==> config.mk <==
export PLATFORM = sky130hd
export DESIGN_NAME = vicVideoOut
export DESIGN_NICKNAME = d
export VERILOG_FILES = /design/src/vicPkg.sv /design/src/colorSelect.sv /design/src/mibShifter.sv /design/src/pixelDelay.sv /design/src/vicVideoOut.sv
export SDC_FILE = /design/constraint.sdc
export NUM_CORES = 1
export LEC_CHECK = 0
export BUFFER_PORTS_ARGS = -buffer_cell sky130_fd_sc_hd__buf_2
export CAP_MARGIN = 20
export CORE_MARGIN = 10
export CORE_UTILIZATION = 51
export CTS_CLUSTER_DIAMETER = 200
export DETAILED_ROUTE_END_ITERATION = 12
export GPL_TIMING_DRIVEN = 0
export PLACE_DENSITY = 0.75
export SLEW_MARGIN = 15
export SYNTH_ARGS = -nofsm -noshare
export SYNTH_HDL_FRONTEND = slang
export SYNTH_SLANG_ARGS = --single-unit
==> constraint.sdc <==
create_clock -name clk33 -period 8.9 [get_ports clk33]
set_clock_uncertainty 0.2 [all_clocks]
set_input_delay 0.89 -clock clk33 [delete_from_list [all_inputs] [get_ports clk33]]
set_output_delay 0.89 -clock clk33 [all_outputs]
set_load 0.05 [all_outputs]
==> src/vicPkg.sv <==
// Shared sprite count, pipeline constants and struct types for the video back end
`default_nettype none

package vicPkg;

	// ======================================================================
	// Sizes and pipeline constants
	// ======================================================================

	// Number of movable object blocks (sprites)
	localparam int mibCount = 8;

	// Width of the sprite index used when writing sprite registers
	localparam int mibIdxW = $clog2(mibCount);

	// Pixel data bits in one sprite line
	localparam int mibBits = 24;

	// Counter wide enough to count every pixel of a sprite line
	localparam int pixCntW = $clog2(mibBits + 1);

	// Count value reached once the last sprite pixel has been emitted
	localparam logic [pixCntW-1:0] mibLastPix = pixCntW'(mibBits);

	// Width of the horizontal raster position and of a sprite X position
	localparam int xPosW = 9;

	// Background delay in pixel enables, matching the shifter's output register
	localparam int bgDelay = 1;

	// Enable stages that blank and border travel through inside the color select
	localparam int sideDelay = 2;

	// ======================================================================
	// Shared types
	// ======================================================================

	// A 4-bit palette color code
	typedef logic [3:0] colorT;

	// Display mode bits, ecm is the most significant
	typedef struct packed {
		logic ecm;
		logic bmm;
		logic mcm;
	} modeT;

	// One background pixel as delivered by the character or bitmap logic
	typedef struct packed {
		colorT color;
		// Set when the pixel is foreground data rather than background
		logic  fgFlag;
	} bgPixelT;

	// Per-sprite register set
	typedef struct packed {
		logic [xPosW-1:0] xPos;
		colorT            color;
		logic             multi;
		// Data priority, the sprite goes behind foreground pixels when set
		logic             behindBg;
		logic             enable;
	} mibRegT;

	// Color registers shared by every sprite and the border
	typedef struct packed {
		colorT mm0;
		colorT mm1;
		colorT ec;
	} colorRegsT;

	// One 2-bit pixel code per sprite
	typedef logic [mibCount-1:0][1:0] mibCodeT;

endpackage

`default_nettype wire

==> src/colorSelect.sv <==
// Final color resolution with mode check, sprite priority, border and blank
`timescale 1ns/1ps
`default_nettype none

module colorSelect (
	input  logic                clk33,
	input  logic                arstN,
	input  logic                clken8,
	input  vicPkg::modeT        mode,
	input  vicPkg::bgPixelT     bgPixel,
	input  vicPkg::mibCodeT     mibCode,
	input  vicPkg::mibRegT      mibSettings [vicPkg::mibCount],
	input  vicPkg::colorRegsT   colorRegs,
	input  logic                blank,
	input  logic                border,
	output vicPkg::colorT       color
);

	vicPkg::colorT                  nextCode;
	vicPkg::colorT                  codeReg;
	logic [vicPkg::sideDelay-1:0]   blankPipe;
	logic [vicPkg::sideDelay-1:0]   borderPipe;

	// ======================================================================
	// Code stage
	// ======================================================================

	always_comb begin
		// Illegal ecm/bmm/mcm combinations show black in place of the background
		case (mode)
			3'b101, 3'b110, 3'b111: nextCode = '0;
			default:                nextCode = bgPixel.color;
		endcase
		// Walk from the top sprite down so the lowest numbered sprite is applied last
		for (int n = vicPkg::mibCount - 1; n >= 0; n--) begin
			// A behind-background sprite only shows over non-foreground pixels
			if (!mibSettings[n].behindBg || !bgPixel.fgFlag) begin
				if (mibSettings[n].multi) begin
					case (mibCode[n])
						2'b01:   nextCode = colorRegs.mm0;
						2'b10:   nextCode = mibSettings[n].color;
						2'b11:   nextCode = colorRegs.mm1;
						default: nextCode = nextCode;
					endcase
				end else if (mibCode[n][1]) begin
					nextCode = mibSettings[n].color;
				end
			end
		end
	end

	always_ff @(posedge clk33 or negedge arstN) begin
		if (!arstN) begin
			codeReg <= '0;
		end else if (clken8) begin
			codeReg <= nextCode;
		end
	end

	// ======================================================================
	// Side signals and output stage
	// ======================================================================

	// Blank and border wait here until the matching pixel reaches the output
	always_ff @(posedge clk33 or negedge arstN) begin
		if (!arstN) begin
			blankPipe  <= '0;
			borderPipe <= '0;
		end else if (clken8) begin
			blankPipe  <= {blankPipe[vicPkg::sideDelay-2:0], blank};
			borderPipe <= {borderPipe[vicPkg::sideDelay-2:0], border};
		end
	end

	// Blanking beats the border, which beats any pixel data
	always_ff @(posedge clk33 or negedge arstN) begin
		if (!arstN) begin
			color <= '0;
		end else if (clken8) begin
			if (blankPipe[vicPkg::sideDelay-1])
				color <= '0;
			else if (borderPipe[vicPkg::sideDelay-1])
				color <= colorRegs.ec;
			else
				color <= codeReg;
		end
	end

endmodule

`default_nettype wire

==> src/mibShifter.sv <==
// Sprite register sets and serializers producing one 2-bit code per sprite per pixel
`timescale 1ns/1ps
`default_nettype none

module mibShifter (
	input  logic                         clk33,
	input  logic                         arstN,
	input  logic                         clken8,
	input  logic                         mibWrite,
	input  logic [vicPkg::mibIdxW-1:0]   mibIndex,
	input  vicPkg::mibRegT               mibRegs,
	input  logic [vicPkg::mibBits-1:0]   mibData,
	input  logic [vicPkg::xPosW-1:0]     rasterX,
	output vicPkg::mibRegT               mibSettings [vicPkg::mibCount],
	output vicPkg::mibCodeT              mibCode
);

	// Per-sprite state arrays indexed by sprite number
	vicPkg::mibRegT               settings [vicPkg::mibCount];
	logic [vicPkg::mibBits-1:0]   shiftReg [vicPkg::mibCount];
	logic [vicPkg::pixCntW-1:0]   pixCnt   [vicPkg::mibCount];
	logic                         active   [vicPkg::mibCount];
	// Set while a multicolor pair is on its first of two pixels
	logic                         holdPair [vicPkg::mibCount];
	logic [1:0]                   codeReg  [vicPkg::mibCount];

	for (genvar i = 0; i < vicPkg::mibCount; i++) begin : gMib
		localparam logic [vicPkg::mibIdxW-1:0] thisIdx = i;

		// Register set written by the strobe when this sprite is selected
		always_ff @(posedge clk33 or negedge arstN) begin
			if (!arstN) begin
				settings[i] <= '0;
			end else if (mibWrite && mibIndex == thisIdx) begin
				settings[i] <= mibRegs;
			end
		end

		// Sprite line data shifts out from the top bits downward
		always_ff @(posedge clk33) begin
			if (mibWrite && mibIndex == thisIdx) begin
				shiftReg[i] <= mibData;
			end else if (clken8) begin
				if (settings[i].multi) begin
					// Advance to the next pair only after the second pixel of a pair
					if ((active[i] && holdPair[i]) && pixCnt[i] != vicPkg::mibLastPix)
						shiftReg[i] <= {shiftReg[i][vicPkg::mibBits-3:0], 2'b00};
				end else if (active[i] && pixCnt[i] != vicPkg::mibLastPix) begin
					shiftReg[i] <= {shiftReg[i][vicPkg::mibBits-2:0], 1'b0};
				end else if (!active[i] && settings[i].enable
						&& rasterX == settings[i].xPos) begin
					shiftReg[i] <= {shiftReg[i][vicPkg::mibBits-2:0], 1'b0};
				end
			end
		end

		// Line sequencer armed by the X match and done after mibBits pixels
		always_ff @(posedge clk33 or negedge arstN) begin
			if (!arstN) begin
				active[i]   <= 1'b0;
				holdPair[i] <= 1'b0;
				pixCnt[i]   <= '0;
				codeReg[i]  <= 2'b00;
			end else if (mibWrite && mibIndex == thisIdx) begin
				// New line data restarts the sprite from idle
				active[i]   <= 1'b0;
				holdPair[i] <= 1'b0;
				pixCnt[i]   <= '0;
				codeReg[i]  <= 2'b00;
			end else if (clken8) begin
				if (!active[i]) begin
					if (settings[i].enable && rasterX == settings[i].xPos) begin
						active[i] <= 1'b1;
						pixCnt[i] <= 1;
						if (settings[i].multi) begin
							codeReg[i]  <= shiftReg[i][vicPkg::mibBits-1 -: 2];
							holdPair[i] <= 1'b1;
						end else begin
							codeReg[i] <= {shiftReg[i][vicPkg::mibBits-1], 1'b0};
						end
					end
				end else if (pixCnt[i] == vicPkg::mibLastPix) begin
					// Whole line is out so the sprite goes quiet until the next match
					active[i]   <= 1'b0;
					holdPair[i] <= 1'b0;
					codeReg[i]  <= 2'b00;
				end else begin
					pixCnt[i] <= pixCnt[i] + 1'b1;
					if (settings[i].multi) begin
						// Second pixel of a pair repeats the code already shown
						if (!holdPair[i])
							codeReg[i] <= shiftReg[i][vicPkg::mibBits-1 -: 2];
						holdPair[i] <= !holdPair[i];
					end else begin
						codeReg[i] <= {shiftReg[i][vicPkg::mibBits-1], 1'b0};
					end
				end
			end
		end

		assign mibCode[i]     = codeReg[i];
		assign mibSettings[i] = settings[i];
	end

endmodule

`default_nettype wire

==> src/pixelDelay.sv <==
// Enable-stepped delay line for an arbitrary packed payload type
`timescale 1ns/1ps
`default_nettype none

module pixelDelay #(
	parameter type payloadT = logic
) (
	input  logic    clk33,
	input  logic    arstN,
	input  logic    clken8,
	input  payloadT din,
	output payloadT dout
);

	// One entry per pixel enable of delay
	payloadT stage [vicPkg::bgDelay];

	// The chain only moves on the pixel enable, so it counts pixels and not clocks
	always_ff @(posedge clk33 or negedge arstN) begin
		if (!arstN) begin
			for (int i = 0; i < vicPkg::bgDelay; i++)
				stage[i] <= '0;
		end else if (clken8) begin
			stage[0] <= din;
			for (int i = 1; i < vicPkg::bgDelay; i++)
				stage[i] <= stage[i-1];
		end
	end

	// Oldest entry is the delayed payload
	assign dout = stage[vicPkg::bgDelay-1];

endmodule

`default_nettype wire

==> src/vicVideoOut.sv <==
// Top level of the pixel back end joining shifter, background delay and color select
`timescale 1ns/1ps
`default_nettype none

module vicVideoOut (
	input  logic                         clk33,
	input  logic                         arstN,
	input  logic                         clken8,
	input  logic                         mibWrite,
	input  logic [vicPkg::mibIdxW-1:0]   mibIndex,
	input  vicPkg::mibRegT               mibRegs,
	input  logic [vicPkg::mibBits-1:0]   mibData,
	input  vicPkg::colorRegsT            colorRegs,
	input  vicPkg::modeT                 mode,
	input  vicPkg::bgPixelT              bgPixel,
	input  logic [vicPkg::xPosW-1:0]     rasterX,
	input  logic                         blank,
	input  logic                         border,
	output vicPkg::colorT                color
);

	// Sprite codes and the stored register sets feeding the priority logic
	vicPkg::mibCodeT   mibCode;
	vicPkg::mibRegT    mibSettings [vicPkg::mibCount];
	// Background pixel lined up with the registered sprite codes
	vicPkg::bgPixelT   bgAligned;

	mibShifter shifter_i (
		.clk33       (clk33),
		.arstN       (arstN),
		.clken8      (clken8),
		.mibWrite    (mibWrite),
		.mibIndex    (mibIndex),
		.mibRegs     (mibRegs),
		.mibData     (mibData),
		.rasterX     (rasterX),
		.mibSettings (mibSettings),
		.mibCode     (mibCode)
	);

	pixelDelay #(
		.payloadT (vicPkg::bgPixelT)
	) delay_i (
		.clk33  (clk33),
		.arstN  (arstN),
		.clken8 (clken8),
		.din    (bgPixel),
		.dout   (bgAligned)
	);

	// Blank and border enter undelayed, the select stage lines them up itself
	colorSelect select_i (
		.clk33       (clk33),
		.arstN       (arstN),
		.clken8      (clken8),
		.mode        (mode),
		.bgPixel     (bgAligned),
		.mibCode     (mibCode),
		.mibSettings (mibSettings),
		.colorRegs   (colorRegs),
		.blank       (blank),
		.border      (border),
		.color       (color)
	);

endmodule

`default_nettype wire
==> metrics.md <==
| Metric | Value |
|---|---|
| Outcome | `completed` |
| H-tree levels | `2` |
| Peak VDD IR | `between 0.1 and 0.15 mV` |
| Max-cap violations | `0` |
| Number of synthesized flops with an enable pin | `191` |
| # port buffers | `40` |
| Crit path capture type | `flop` |
| Fraction of registers with async set/reset | `approximately 53%` |
| Routed len/inst | `roughly 20 um` |
| Warnings from Yosys | `0` |
| Worst-margin pin slew | `just over 1 ns` |
| First-pass GRT wire length | `90.80 mm` |
| Fin crit share | `around two fifths` |
| Setup crit start kind | `input pin` |
| Top Ports | `82` |
| Root Buffer | `clkbuf_16` |
| Synth Area in Compound Gates | `between 10% and 20%` |
| Fin. max-slew vios | `0` |
| Netlist cell types | `between 90 and 100` |
| Full die area | `51470 um^2` |
| Crit path arrival time | `between 3 and 4 ns` |
| Hold Fails Final Rpt | `0` |
| Mean Syn Cell Area | `about 10 um^2` |
| Drt drc | `0` |
| Endpoints failing setup | `0` |
| HP Class | `flop to flop` |
| First drt pass iteration count | `10` |
| Leakage | `between 9 and 10 nW` |
| Initial drt markers | `roughly 1800` |
| Cells after Synth | `~2100` |
| RSZ-0062 raised after global routing | `false` |
| GR Util met2 | `34.83%` |
| Ys flop type | `dfrtp_1` |
| Final TNS setup | `0 ns` |
| Number of inserted diodes | `0` |
| Die Span Y | `between 200 and 250 um` |
| Register area share after synthesis | `about half` |
| WS Path Type | `input pin to flop` |
| Core ar. | `about 42000 um^2` |
| Chip Width | `between 200 and 250 um` |
| Main combinational cell family by area after synthesis | `simple AND/OR/NAND/NOR gates` |
| Via Count | `16870` |
| Required @ worst endpoint | `about 9.0 ns` |
| GRT Max-Usage Layer | `met2` |
| Post-DRT Antenna Nets | `0` |
| Layout Nets | `roughly 2300` |
| Max Fclk | `about 0.27 GHz` |
| Initial Util | `about 52%` |
| Via density per instance | `between 6 and 7` |
| Mux cell area share after synthesis | `roughly 12%` |
| All-Layer GR Usage | `between 20% and 30%` |
| CTS sink cnt | `a little over 400` |
| Netlist Area Pre-Place | `21830 um^2` |
| GP Congestion | `0.9412` |
| PD cells | `approximately 210 nW/um^2` |
| Initial antenna violation count | `2` |
| Detailed Route WL | `roughly 58 mm` |
| Minimum clock period | `3.654 ns` |
| Final Util | `around 58%` |
| Share of cells above drive strength 1 | `approximately an eighth` |
| Clock buffer depth | `3` |
| Area delta synth->final | `11.56%` |
| Synth Register Bits | `slightly above 400` |
| Synth Area in Adders | `less than 1%` |
| Pre-CTS WS | `between 4 and 5 ns` |
| Row Count | `75` |
| Post-synthesis xor/xnor area fraction | `roughly 3.1%` |
| Vias in the first global route | `approximately 16000` |
| CTS tree | `built` |
| Fin worst setup slack | `about 5.2 ns` |
| Clk slew on worst S/H paths | `~0.06 ns` |
| CTS buffer count | `44` |
| M1 GR Usage | `between 20% and 30%` |
| Detailed placement HPWL | `approximately 41 mm` |
| Worst skew pair latency | `around 0.6 ns` |
| Worst slew margin | `31.53%` |
| Max FO, Critical Path | `10` |
| Largest net degree at the start of global routing | `108` |
| Gr ovfl total | `0` |
| Simple-Gate Fraction of Synth Area | `between 10% and 20%` |
| Met3 Usage GRT | `4.625%` |
| Syn nets | `2233` |
==> synth_stat cells, drive strengths merged (4+ instances only) <==
cell | number | area, um^2
mux2i | 187 | 1872
nand4 | 23 | 143.9
a221oi | 8 | 70.07
nor4 | 9 | 98.84
nor2 | 175 | 659.4
nor3b | 7 | 57.55
nor3 | 29 | 206.5
nand2b | 18 | 122.6
a211oi | 11 | 82.58
or2 | 9 | 56.30
o22ai | 5 | 31.28
o31ai | 5 | 37.54
a22o | 10 | 87.58
a222oi | 22 | 220.2
o21a | 6 | 45.04
nand2 | 351 | 1325
and2 | 11 | 68.82
inv | 64 | 240.2
o221ai | 4 | 35.03
o21ai | 103 | 519.3
or3 | 6 | 37.54
and3b | 5 | 43.79
clkbuf | 74 | 277.8
mux2 | 73 | 822.0
a31oi | 23 | 143.9
nand4b | 12 | 105.1
ha | 16 | 200.2
o2bb2ai | 6 | 52.55
buf | 78 | 485.5
a21oi | 173 | 865.8
and3 | 8 | 50.05
edfxtp | 191 | 5736
dfrtp | 217 | 5430
a311oi | 7 | 61.31
xnor2 | 75 | 656.9
nand3b | 10 | 75.07
nand3 | 51 | 260.3
==> registers in the layout, summed over array words and instances, names as in the netlist <==
register / cells
delay_i.dout: 5
select_i.blankPipe: 2
select_i.color: 4
shifter_i.pixCnt: 40
select_i.codeReg: 4
select_i.borderPipe: 2
shifter_i.holdPair: 8
shifter_i.mibCode: 16
shifter_i.shiftReg: 192
shifter_i.mibSettings: 128
shifter_i.active: 8
==> worst paths after layout <==
path | cells past startpoint | endpoint | slack (ns) | startpoint
setup reg to reg | 9 | shifter_i.shiftReg[1][51] | 5.44 | shifter_i.mibSettings[27]
hold / removal | 2 | shifter_i.mibSettings[33] | 0.28 | shifter_i.mibSettings[33]
setup / recovery | 10 | shifter_i.shiftReg[1][51] | 5.25 | rasterX[4]
hold reg to reg | 2 | shifter_i.mibSettings[33] | 0.28 | shifter_i.mibSettings[33]
min in group asynchronous | 2 | shifter_i.mibSettings[58] | 0.50 | arstN
max in group asynchronous | 3 | shifter_i.mibCode[0] | 7.26 | arstN
==> cell families after synthesis <==
family | count (synthesis)
simple gates | 738
buf+inv | 217
xor+xnor | 78
mux | 260
flops | 409
fa+ha+maj | 16
compound gates | 421
==> per-layer routing <==
metal | part of all wire, % | wire length, um
met1 | 43 | 24720
met2 | 45 | 26130
met3 | 7.3 | 4237
met4 | 4.8 | 2769
met5 | 0.026 | 15
==> critical path: stages <==
cell and delay, ns:
buf_2 0.27, xnor2_1 0.16, nand4_1 0.26, nor4_2 0.51, o21ai_1 0.25, buf_2 0.25
buf_2 0.21, o211ai_1 0.42, buf_4 0.33, buf_6 0.17
==> layout by cell type (no fill, tap or decap), drive strengths merged, types with 4 or more instances in the layout <==
master     n
nand2    351
dfrtp    217
edfxtp   191
mux2i    187
nor2     175
a21oi    173
clkbuf   145
buf      127
o21ai    103
xnor2     75
mux2      73
inv       66
nand3     51
nor3      29
nand4     23
a31oi     23
a222oi    22
nand2b    18
ha        16
nand4b    12
and2      11
a211oi    11
a22o      10
nand3b    10
nor4       9
or2        9
and3       8
a221oi     8
a311oi     7
nor3b      7
clkinv     7
or3        6
o21a       6
o2bb2ai    6
and3b      5
o22ai      5
o31ai      5
o221ai     4
==> what timing repair did <==
| item | 4_1_cts | 5_1_grt |
|---|---|---|
| hold endpoints to repair | 7 | 0 |
| resized for setup | 0 | 0 |
| setup buffers | 0 | 0 |
| hold buffers | 1 | 0 |
==> per-stage QoR <==
stage                     std cells  power, W  hold WS (ns)  instance area [um^2]
after floorplan                2139  0.003056        0.2368                 21830
after global placement         2718  0.003288        0.2493                 22700
after detailed placement       2727  0.003340        0.2612                 22890
after CTS                      2808  0.005177        0.2750                 24350
after global routing           2808  0.005388        0.2905                 24350
final                          2808  0.005165        0.2761                 24350
==> layout make-up <==
cell class	instances	area, um^2
Buffer	152	763.2
Timing Repair Buffer	50	354.1
Clock buffer	71	1374
Tap cell	539	674.4
Multi-Input combinational cell	1513	9677
Fill cell	3473	17790
Clock inverter	9	76.32
Sequential cell	409	11190
Inverter	65	244.0
==> where the power goes <==
group / internal, W / switching [W] / leakage [nW]
clock: 0.00106 / 0.000777 / 0.714
sequential: 0.00224 / 0.000187 / 4.51
combinational: 0.000369 / 0.000532 / 4.09
Power figures use the tool's default switching activity.
